===== src/common/cap_defines.svh =====
`ifndef CAP_DEFINES_SVH
`define CAP_DEFINES_SVH

// adc sample and packed word widths
`define CAP_SAMPLE_W 12
`define CAP_WORD_W 64

// downsample field and kept-sample counter
`define CAP_DS_W 13
`define CAP_COUNT_W 16

// 16 samples of 12 bits fill exactly three 64-bit words
`define CAP_GROUP_SAMPLES 16

// a capture that never leaves this window is flagged as low gain
`define CAP_QUIET_LO 12'd1792
`define CAP_QUIET_HI 12'd2559

`endif


===== src/common/cap_pkg.sv =====
`default_nettype none

package cap_pkg;

    // capture FSM states
    typedef enum logic [1:0] {
        IDLE      = 2'd0,
        ARMED     = 2'd1,
        TRIGGERED = 2'd2,
        DONE      = 2'd3
    } capture_state_e;

    // one flag per error source, sticky in the status block
    typedef struct packed {
        logic trigger_ignored;  // go edge seen while idle
        logic clip;             // sample hit 0 or full scale
        logic gain_low;         // whole capture stayed near mid-scale
    } err_stat_t;

endpackage

`default_nettype wire


===== src/common/sample_if.sv =====
`timescale 1ns/1ns
`default_nettype none
`include "cap_defines.svh"

// kept-sample stream from the capture FSM to the packer and the monitor
// no back-pressure, sinks take every strobe
interface sample_if;
    logic                     strobe;  // high one cycle per kept sample
    logic [`CAP_SAMPLE_W-1:0] data;    // valid while strobe is high
    logic                     first;   // first kept sample of a capture
    logic                     last;    // max_samples-th kept sample

    modport source (
        output strobe,
        output data,
        output first,
        output last
    );

    modport sink (
        input strobe,
        input data,
        input first,
        input last
    );
endinterface

`default_nettype wire


===== src/monitor/sample_monitor.sv =====
`timescale 1ns/1ns
`default_nettype none
`include "cap_defines.svh"

module sample_monitor (
    input  wire    adc_sampleclk,
    input  wire    reset,
    sample_if.sink smp,
    output logic   clip_err_o,
    output logic   gain_err_o
);

    logic gain_low;      // every sample so far sat in the quiet window
    logic gain_low_nxt;
    logic quiet;

    assign quiet = (smp.data >= `CAP_QUIET_LO) && (smp.data <= `CAP_QUIET_HI);

    // the first sample restarts the check for a new capture
    assign gain_low_nxt = (smp.first || gain_low) && quiet;

    always_ff @(posedge adc_sampleclk) begin
        if (reset) begin
            gain_low   <= 1'b0;
            clip_err_o <= 1'b0;
            gain_err_o <= 1'b0;
        end else begin
            // rail hit at either end of the adc range
            clip_err_o <= smp.strobe && ((smp.data == '0) || (smp.data == '1));
            gain_err_o <= smp.strobe && smp.last && gain_low_nxt;
            if (smp.strobe)
                gain_low <= gain_low_nxt;
        end
    end

endmodule

`default_nettype wire


===== src/packer/word_packer.sv =====
`timescale 1ns/1ns
`default_nettype none
`include "cap_defines.svh"

module word_packer (
    input  wire                    adc_sampleclk,
    input  wire                    reset,
    sample_if.sink                 smp,
    output logic [`CAP_WORD_W-1:0] word_o,
    output logic                   word_valid_o,
    output logic                   final_word_o
);

    localparam int SHIFT_W = 6 * `CAP_SAMPLE_W;  // six samples, one straddles two words
    localparam int GRP_W   = $clog2(`CAP_GROUP_SAMPLES);

    logic [SHIFT_W-1:0]       shifter;
    logic [SHIFT_W-1:0]       shifter_nxt;
    logic [`CAP_SAMPLE_W-1:0] din;
    logic [GRP_W-1:0]         grp_cnt;  // sample position in the 16-sample group
    logic [GRP_W-1:0]         grp_pos;
    logic [1:0]               phase;    // which of the three words is being filled
    logic [1:0]               phase_pos;
    logic                     filling;  // padding the last group with zeros
    logic                     take;
    logic                     restart;
    logic                     word_done;
    logic                     group_done;

    assign restart = smp.strobe && smp.first;
    assign take    = smp.strobe || filling;
    assign din     = smp.strobe ? smp.data : '0;  // filler samples are zero

    assign grp_pos   = restart ? '0 : grp_cnt;
    assign phase_pos = restart ? 2'd0 : phase;

    // words close after samples 6, 11 and 16 of the group
    assign group_done = (grp_pos == GRP_W'(`CAP_GROUP_SAMPLES - 1));
    assign word_done  = (grp_pos == GRP_W'(5)) || (grp_pos == GRP_W'(10)) || group_done;

    assign shifter_nxt = {shifter[SHIFT_W-`CAP_SAMPLE_W-1:0], din};

    always_ff @(posedge adc_sampleclk) begin
        if (reset) begin
            grp_cnt      <= '0;
            phase        <= 2'd0;
            filling      <= 1'b0;
            word_valid_o <= 1'b0;
            final_word_o <= 1'b0;
        end else begin
            word_valid_o <= take && word_done;
            final_word_o <= take && group_done && (filling || (smp.strobe && smp.last));

            if (take) begin
                grp_cnt <= group_done ? '0 : grp_pos + 1'b1;
                if (word_done)
                    phase <= (phase_pos == 2'd2) ? 2'd0 : phase_pos + 2'd1;
                else
                    phase <= phase_pos;
            end

            if (smp.strobe && smp.last)
                filling <= !group_done;  // no filler on an exact boundary
            else if (restart || (take && group_done))
                filling <= 1'b0;
        end
    end

    // msb-first, oldest sample at the top of the word
    always_ff @(posedge adc_sampleclk) begin
        if (take)
            shifter <= shifter_nxt;
        if (take && word_done) begin
            case (phase_pos)
                2'd0:    word_o <= shifter_nxt[SHIFT_W-1 -: `CAP_WORD_W];  // 5 samples + 4 bits
                2'd1:    word_o <= shifter_nxt[SHIFT_W-5 -: `CAP_WORD_W];  // 8 + 4 samples + 8
                default: word_o <= shifter_nxt[`CAP_WORD_W-1:0];           // 4 bits + 5 samples
            endcase
        end
    end

endmodule

`default_nettype wire


===== src/rtl/adc_capture_top.sv =====
`timescale 1ns/1ns
`default_nettype none
`include "cap_defines.svh"

module adc_capture_top (
    input  wire                     adc_sampleclk,
    input  wire                     reset,
    input  wire [`CAP_SAMPLE_W-1:0] adc_data_i,
    input  wire                     arm_i,
    input  wire                     capture_go_i,
    input  wire [`CAP_DS_W-1:0]     downsample_i,
    input  wire [`CAP_COUNT_W-1:0]  max_samples_i,
    input  wire                     clear_errors_i,
    output logic [`CAP_WORD_W-1:0]  word_o,
    output logic                    word_valid_o,
    output logic                    capture_done_o,
    output logic                    armed_o,
    output logic                    error_flag_o,
    output cap_pkg::err_stat_t      error_stat_o,
    output cap_pkg::err_stat_t      first_error_stat_o,
    output cap_pkg::capture_state_e state_o
);

    wire arm_pulse;
    wire trig_ignored;
    wire clip_err;
    wire gain_err;
    wire final_word;

    sample_if smp ();  // kept samples, fanned out to packer and monitor

    capture_ctrl u_capture_ctrl (
        .adc_sampleclk  (adc_sampleclk),
        .reset          (reset),
        .adc_data_i     (adc_data_i),
        .arm_i          (arm_i),
        .capture_go_i   (capture_go_i),
        .downsample_i   (downsample_i),
        .max_samples_i  (max_samples_i),
        .smp            (smp),
        .arm_pulse_o    (arm_pulse),
        .trig_ignored_o (trig_ignored),
        .armed_o        (armed_o),
        .state_o        (state_o)
    );

    word_packer u_word_packer (
        .adc_sampleclk (adc_sampleclk),
        .reset         (reset),
        .smp           (smp),
        .word_o        (word_o),
        .word_valid_o  (word_valid_o),
        .final_word_o  (final_word)
    );

    sample_monitor u_sample_monitor (
        .adc_sampleclk (adc_sampleclk),
        .reset         (reset),
        .smp           (smp),
        .clip_err_o    (clip_err),
        .gain_err_o    (gain_err)
    );

    capture_status u_capture_status (
        .adc_sampleclk      (adc_sampleclk),
        .reset              (reset),
        .clear_errors_i     (clear_errors_i),
        .arm_pulse_i        (arm_pulse),
        .trig_ignored_i     (trig_ignored),
        .clip_err_i         (clip_err),
        .gain_err_i         (gain_err),
        .final_word_i       (final_word),
        .capture_done_o     (capture_done_o),
        .error_flag_o       (error_flag_o),
        .error_stat_o       (error_stat_o),
        .first_error_stat_o (first_error_stat_o)
    );

endmodule

`default_nettype wire


===== src/rtl/capture_ctrl.sv =====
`timescale 1ns/1ns
`default_nettype none
`include "cap_defines.svh"

module capture_ctrl (
    input  wire                     adc_sampleclk,
    input  wire                     reset,
    input  wire [`CAP_SAMPLE_W-1:0] adc_data_i,
    input  wire                     arm_i,
    input  wire                     capture_go_i,
    input  wire [`CAP_DS_W-1:0]     downsample_i,
    input  wire [`CAP_COUNT_W-1:0]  max_samples_i,
    sample_if.source                smp,
    output logic                    arm_pulse_o,
    output logic                    trig_ignored_o,
    output logic                    armed_o,
    output cap_pkg::capture_state_e state_o
);

    cap_pkg::capture_state_e state;
    logic                    arm_r;
    logic                    go_r;
    logic                    arm_rise;
    logic                    go_rise;
    logic [`CAP_DS_W-1:0]    ds_ctr;     // cycles since the last kept sample
    logic [`CAP_COUNT_W-1:0] sample_cnt; // kept samples issued so far
    logic                    keep;

    assign arm_rise = arm_i & ~arm_r;
    assign go_rise  = capture_go_i & ~go_r;

    // first kept sample sits on the trigger edge, the rest follow the downsample wrap
    assign keep = ((state == cap_pkg::ARMED) && go_rise) ||
                  ((state == cap_pkg::TRIGGERED) && (ds_ctr == downsample_i) &&
                   (sample_cnt != max_samples_i));

    assign armed_o = (state == cap_pkg::ARMED);
    assign state_o = state;

    always_ff @(posedge adc_sampleclk) begin
        if (reset) begin
            state          <= cap_pkg::IDLE;
            arm_r          <= 1'b0;
            go_r           <= 1'b0;
            arm_pulse_o    <= 1'b0;
            trig_ignored_o <= 1'b0;
            smp.strobe     <= 1'b0;
            ds_ctr         <= '0;
            sample_cnt     <= '0;
        end else begin
            arm_r          <= arm_i;
            go_r           <= capture_go_i;
            arm_pulse_o    <= arm_rise;
            trig_ignored_o <= go_rise && (state == cap_pkg::IDLE);
            smp.strobe     <= keep && !arm_rise;

            if (arm_rise) begin
                // arming also cuts short a running capture
                state      <= cap_pkg::ARMED;
                ds_ctr     <= '0;
                sample_cnt <= '0;
            end else begin
                if (keep) begin
                    ds_ctr     <= '0;
                    sample_cnt <= sample_cnt + 1'b1;
                end else if (state == cap_pkg::TRIGGERED) begin
                    ds_ctr <= ds_ctr + 1'b1;
                end

                case (state)
                    cap_pkg::ARMED:
                        if (go_rise)
                            state <= cap_pkg::TRIGGERED;
                    cap_pkg::TRIGGERED:
                        if (smp.strobe && smp.last)
                            state <= cap_pkg::DONE;  // last strobe is out
                    cap_pkg::DONE:
                        state <= cap_pkg::IDLE;
                    default:
                        state <= state;  // idle waits for an arm edge
                endcase
            end
        end
    end

    // sample payload, only meaningful while strobe is high
    always_ff @(posedge adc_sampleclk) begin
        if (keep) begin
            smp.data  <= adc_data_i;
            smp.first <= (state == cap_pkg::ARMED);
            smp.last  <= (sample_cnt == max_samples_i - 1'b1);
        end
    end

endmodule

`default_nettype wire


===== src/rtl/capture_status.sv =====
`timescale 1ns/1ns
`default_nettype none

module capture_status (
    input  wire                adc_sampleclk,
    input  wire                reset,
    input  wire                clear_errors_i,
    input  wire                arm_pulse_i,
    input  wire                trig_ignored_i,
    input  wire                clip_err_i,
    input  wire                gain_err_i,
    input  wire                final_word_i,
    output logic               capture_done_o,
    output logic               error_flag_o,
    output cap_pkg::err_stat_t error_stat_o,
    output cap_pkg::err_stat_t first_error_stat_o
);

    cap_pkg::err_stat_t new_bits;
    logic               any_err;

    // error strobes seen this cycle
    always_comb begin
        new_bits.trigger_ignored = trig_ignored_i;
        new_bits.clip            = clip_err_i;
        new_bits.gain_low        = gain_err_i;
    end

    assign any_err = |new_bits;

    always_ff @(posedge adc_sampleclk) begin
        if (reset) begin
            capture_done_o     <= 1'b0;
            error_flag_o       <= 1'b0;
            error_stat_o       <= '0;
            first_error_stat_o <= '0;
        end else if (arm_pulse_i || clear_errors_i) begin
            // a new arm starts from a clean status
            capture_done_o     <= 1'b0;
            error_flag_o       <= 1'b0;
            error_stat_o       <= '0;
            first_error_stat_o <= '0;
        end else begin
            if (final_word_i)
                capture_done_o <= 1'b1;

            error_stat_o <= error_stat_o | new_bits;  // older bits stay set

            if (any_err) begin
                error_flag_o <= 1'b1;
                if (!error_flag_o)
                    first_error_stat_o <= new_bits;  // snapshot of the earliest error
            end
        end
    end

endmodule

`default_nettype wire


===== config.mk =====
export PLATFORM = sky130hd
export DESIGN_NAME = adc_capture_top
export DESIGN_NICKNAME = d
export VERILOG_FILES = /design/src/common/cap_pkg.sv /design/src/common/sample_if.sv /design/src/monitor/sample_monitor.sv /design/src/packer/word_packer.sv /design/src/rtl/adc_capture_top.sv /design/src/rtl/capture_ctrl.sv /design/src/rtl/capture_status.sv
export VERILOG_INCLUDE_DIRS = /design/src /design/src/common
export SDC_FILE = /design/constraint.sdc
export NUM_CORES = 1
export LEC_CHECK = 0
export BUFFER_PORTS_ARGS = -buffer_cell sky130_fd_sc_hd__buf_4
export CAP_MARGIN = 5
export CORE_AREA = 4 4 167 105
export CTS_CLUSTER_SIZE = 25
export DETAILED_ROUTE_END_ITERATION = 8
export DIE_AREA = 0 0 171 109
export PLACE_DENSITY = 0.77
export SKIP_CTS_REPAIR_TIMING = 1
export SYNTH_ARGS = -nofsm -noshare
export SYNTH_HDL_FRONTEND = slang
export SYNTH_SLANG_ARGS = --single-unit

===== constraint.sdc =====
create_clock -name adc_sampleclk -period 5.4 [get_ports adc_sampleclk]
set_input_delay 0.27 -clock adc_sampleclk [delete_from_list [all_inputs] [get_ports adc_sampleclk]]
set_output_delay 0.27 -clock adc_sampleclk [all_outputs]
set_load 0.05 [all_outputs]

==> flow_metrics.py <==
metrics = {
    "die": {
        "start_util_pct": 54.27,
        "pin_count": 122,
        "coreArea_um2": 15950,
        "die_area_um2": 18640,
        "core.rowCount": 36,
        "die_x_um": 171,
        "dieHeight_um": 109,
    },
    "grt": {
        "grtUsageTotal_pct": 20.61,
        "grt_pass1_wl_mm": 30.25,
        "antenna_found_initial": 1,
        "grt_pass1_vias": 5798,
        "grt_max_degree": 69,
        "grt.overflow.total": 0,
    },
    "routing": {
        "dr.pass1.iters": 5,
        "routed_via_density": 5.760,
        "wl_per_cell_um": 17.17,
        "ant_nets": 0,
        "remaining_drc_errors": 0,
        "vias": 6342,
        "drt-initial-drc-count": 775,
        "drt-total-wl_mm": 18.91,
    },
    "power": {
        "p_leak_nw": 3.706,
        "pwr-share-clk_pct": 42.0,
        "power_switching_uw": 692.2,
        "p_int_mw": 2.269,
        "pwr_density_cell_nw_per_um2": 287.2,
        "switching_share_pct": 23.38,
        "peakVddDrop_mv": 0.1461,
        "seq_power_share_pct": 54.2,
        "combPwrFrac_pct": 3.8,
    },
    "setup_path": {
        "start_kind": "register",
        "path_max_fanout": 35,
        "cp-end-kind": "register",
        "reg2regPathDepth": 9,
        "slowest_stage": "dfxtp_1",
        "critPathKind": "register to register",
        "worst_path_most_repeated_cell": "nand2_1",
        "r2r-end": "u_word_packer.word_o[16]",
        "arrival_ns": 3.70,
        "path_cells": "nand2_1 > nand2_1 > ha_1 > inv_1 > o21ai_0 > nand2_1 > o21ai_0 > and2_2 > buf_4",
        "r2r_start": "u_capture_ctrl.smp.strobe",
        "slowest_delay_ns": 0.72,
        "ff2ff_setup_slack_ns": 1.78,
        "required_ns": 5.48,
    },
    "placed_design": {
        "dp_slack_ns": 1.867,
        "post_dp_cell_area_um2": 9674,
        "io_buffers": 121,
        "dp.final_hpwl_mm": 12.83,
        "gp_congestion": 0.9216,
    },
    "sta": {
        "slew_viol_final": 0,
        "worst_pin_slew_ns": 1.094,
        "finalSetupViolations": 0,
        "fmax_mhz": 276.0,
        "rsz0062_at_grt": "false",
        "final.period_utilization_pct": 67.10,
        "fin_ws_ns": 1.777,
        "fin_skew_ns": 0.01741,
        "finalHoldViolations": 0,
        "fin_crit_ns": 3.623,
        "tns_ns": 0,
        "maxSlewHeadroom_pct": 27.10,
    },
    "clock_network": {
        "clk_pin_slew_ns": 0.08,
        "cts_sinks": 194,
        "cts_buffer_depth": 2,
        "numCtsBuffers": 17,
        "ctsRootBufferMaster": "clkbuf_16",
        "clock_latency_ns": 0.43,
        "tritoncts": "yes",
        "h-tree-depth": 4,
    },
    "final_layout": {
        "final_common_cell": "edfxtp_1",
        "finalInstanceArea_um2": 10310,
        "final_cell_mix": "138 x edfxtp_1, 126 x buf_4, 98 x nand2_1",
        "fin_util_pct": 64.67,
        "n_antenna_cell": 0,
        "fin_nets": 931,
        "area.growth.synth_to_final_pct": 19.16,
        "fillers": 1222,
        "layout-drive-gt1-share_pct": 19.39,
    },
    "run_status": {
        "status": "complete, no violations",
    },
    "logic_synthesis": {
        "synth_seq_cells": 194,
        "ys_warn_count": 0,
        "syn_nets": 833,
        "synthFlopType": "edfxtp_1",
        "syn_inst": 781,
        "synth_edf_count": 138,
        "seq_area_frac_synth_pct": 60.84,
        "async_flop_share_pct": 0,
        "yosysUniqueCellTypes": 54,
        "synth_area_um2": 8653,
        "syn_avg_cell_area_um2": 11.08,
    },
    "min_path": {
        "holdPathStages": 1,
        "hp-class": "input port to register",
        "min-delay-start": "adc_data_i[11]",
        "min_to": "u_capture_ctrl.smp.data[11]",
    },
    "flow_run": {
        "cap_violations": 0,
    },
}
[per-stage QoR]
stage	hold WS (ns)	instances	total power [mW]
floorplan	0.3689	781	1.697
global placement	0.4257	1066	1.745
detailed placement	0.4393	1066	1.747
CTS	-0.0006799	1098	2.973
global route	0.002348	1101	3.062
finish	0.01726	1101	2.961
[layout make-up]
cell class                 count  area, um2  share of cell area (%)
clock buffer                  17      425.4                   4.126
clock inverter                15      181.4                   1.760
inverter                      19      71.32                  0.6917
multi-input combinational    518       3129                   30.35
sequential                   194       5266                   51.07
tap                          209      261.5                   2.536
timing repair buffer         129      975.9                   9.465
[cell usage after synthesis, types with 2 or more instances]
library cell  number  area share (%)
inv_1             18            0.78
xor2_1            26             2.6
a31oi_1            5            0.36
a311oi_1           2            0.20
or3_1              3            0.22
and3_1             2            0.14
and4_1             2            0.20
a22oi_1           66             5.7
nor2b_1           10            0.72
nor2_1            62             2.7
o21a_1             3            0.26
nand3_1           13            0.75
nand3b_1           2            0.17
nand4_1           14             1.0
o21ai_0           72             4.2
dfxtp_1           56              13
nor3_1             6            0.35
nor4_1            13            0.94
edfxtp_1         138              48
a21oi_1           16            0.93
and2_1             8            0.58
buf_6              2            0.26
nand2_1           98             4.3
mux2i_1           10             1.2
buf_2              4            0.23
a211oi_1          10            0.87
nand2b_1          12            0.87
xnor2_1           31             3.1
clkbuf_1          42             1.8
o22a_1             4            0.40
nor3b_1            3            0.26
ha_1               6            0.87
[power groups by stage]
stage / clock network (mW) / logic (mW) / registers [mW]
finish: 1.24 / 0.112 / 1.60
global route: 1.33 / 0.124 / 1.61
CTS: 1.26 / 0.111 / 1.60
detailed placement: 0 / 0.110 / 1.64
global placement: 0 / 0.108 / 1.64
floorplan: 0 / 0.0587 / 1.64
[how the worst max path moves through the flow]
stage	from	end	slack (ns)
floorplan	u_word_packer.filling	u_word_packer.phase[0]	0.81
global placement	u_capture_ctrl.smp.strobe	u_word_packer.word_o[23]	2.05
detailed placement	u_capture_ctrl.smp.strobe	u_word_packer.word_o[23]	1.87
CTS	u_capture_ctrl.smp.strobe	u_word_packer.word_o[16]	1.79
global route	u_capture_ctrl.smp.strobe	u_word_packer.phase[1]	1.50
finish	u_capture_ctrl.smp.strobe	u_word_packer.word_o[16]	1.78
[cell families after synthesis]
kind of cell | share of synthesized area (%)
and+or+nand+nor | 13.82
DFF | 60.84
AOI/OAI and AO/OA | 13.98
buffers and inverters | 3.239
xor gates and xnor gates | 5.957
muxes | 1.287
adders and majority gates | 0.8675
[routing by layer]
metal / wire length (um) / part of all wire (%) / GRT usage, % / up-vias
li1: - / - / - / 3048
met1: 9046 / 48 / 32.68 / 3004
met2: 8111 / 43 / 28.61 / 273
met3: 1598 / 8.5 / 5.072 / 17
met4: 153 / 0.81 / 4.353 / 0
met5: 0 / 0 / 0 / -
[sequential cells by signal, summed over array words and instances, names as in the netlist, 2 cells and up]
name	cells
u_word_packer.phase	2
u_capture_status.first_error_stat_o	3
u_word_packer.grp_cnt	4
u_capture_ctrl.sample_cnt	16
u_capture_ctrl.state_o	2
u_capture_ctrl.ds_ctr	13
u_word_packer.word_o	64
u_capture_ctrl.smp.data	12
u_word_packer.shifter	60
u_capture_status.error_stat_o	3
[critical path: cells and delay by family (launching register included)]
kind                       cells  cell delay (ns)
AOI/OAI and AO/OA              2             0.28
adders and majority gates      1             0.17
buffers and inverters          2             0.57
DFF                            1             0.72
and+or+nand+nor                4             1.54
No activity file was read; power rests on OpenSTA's default activity.
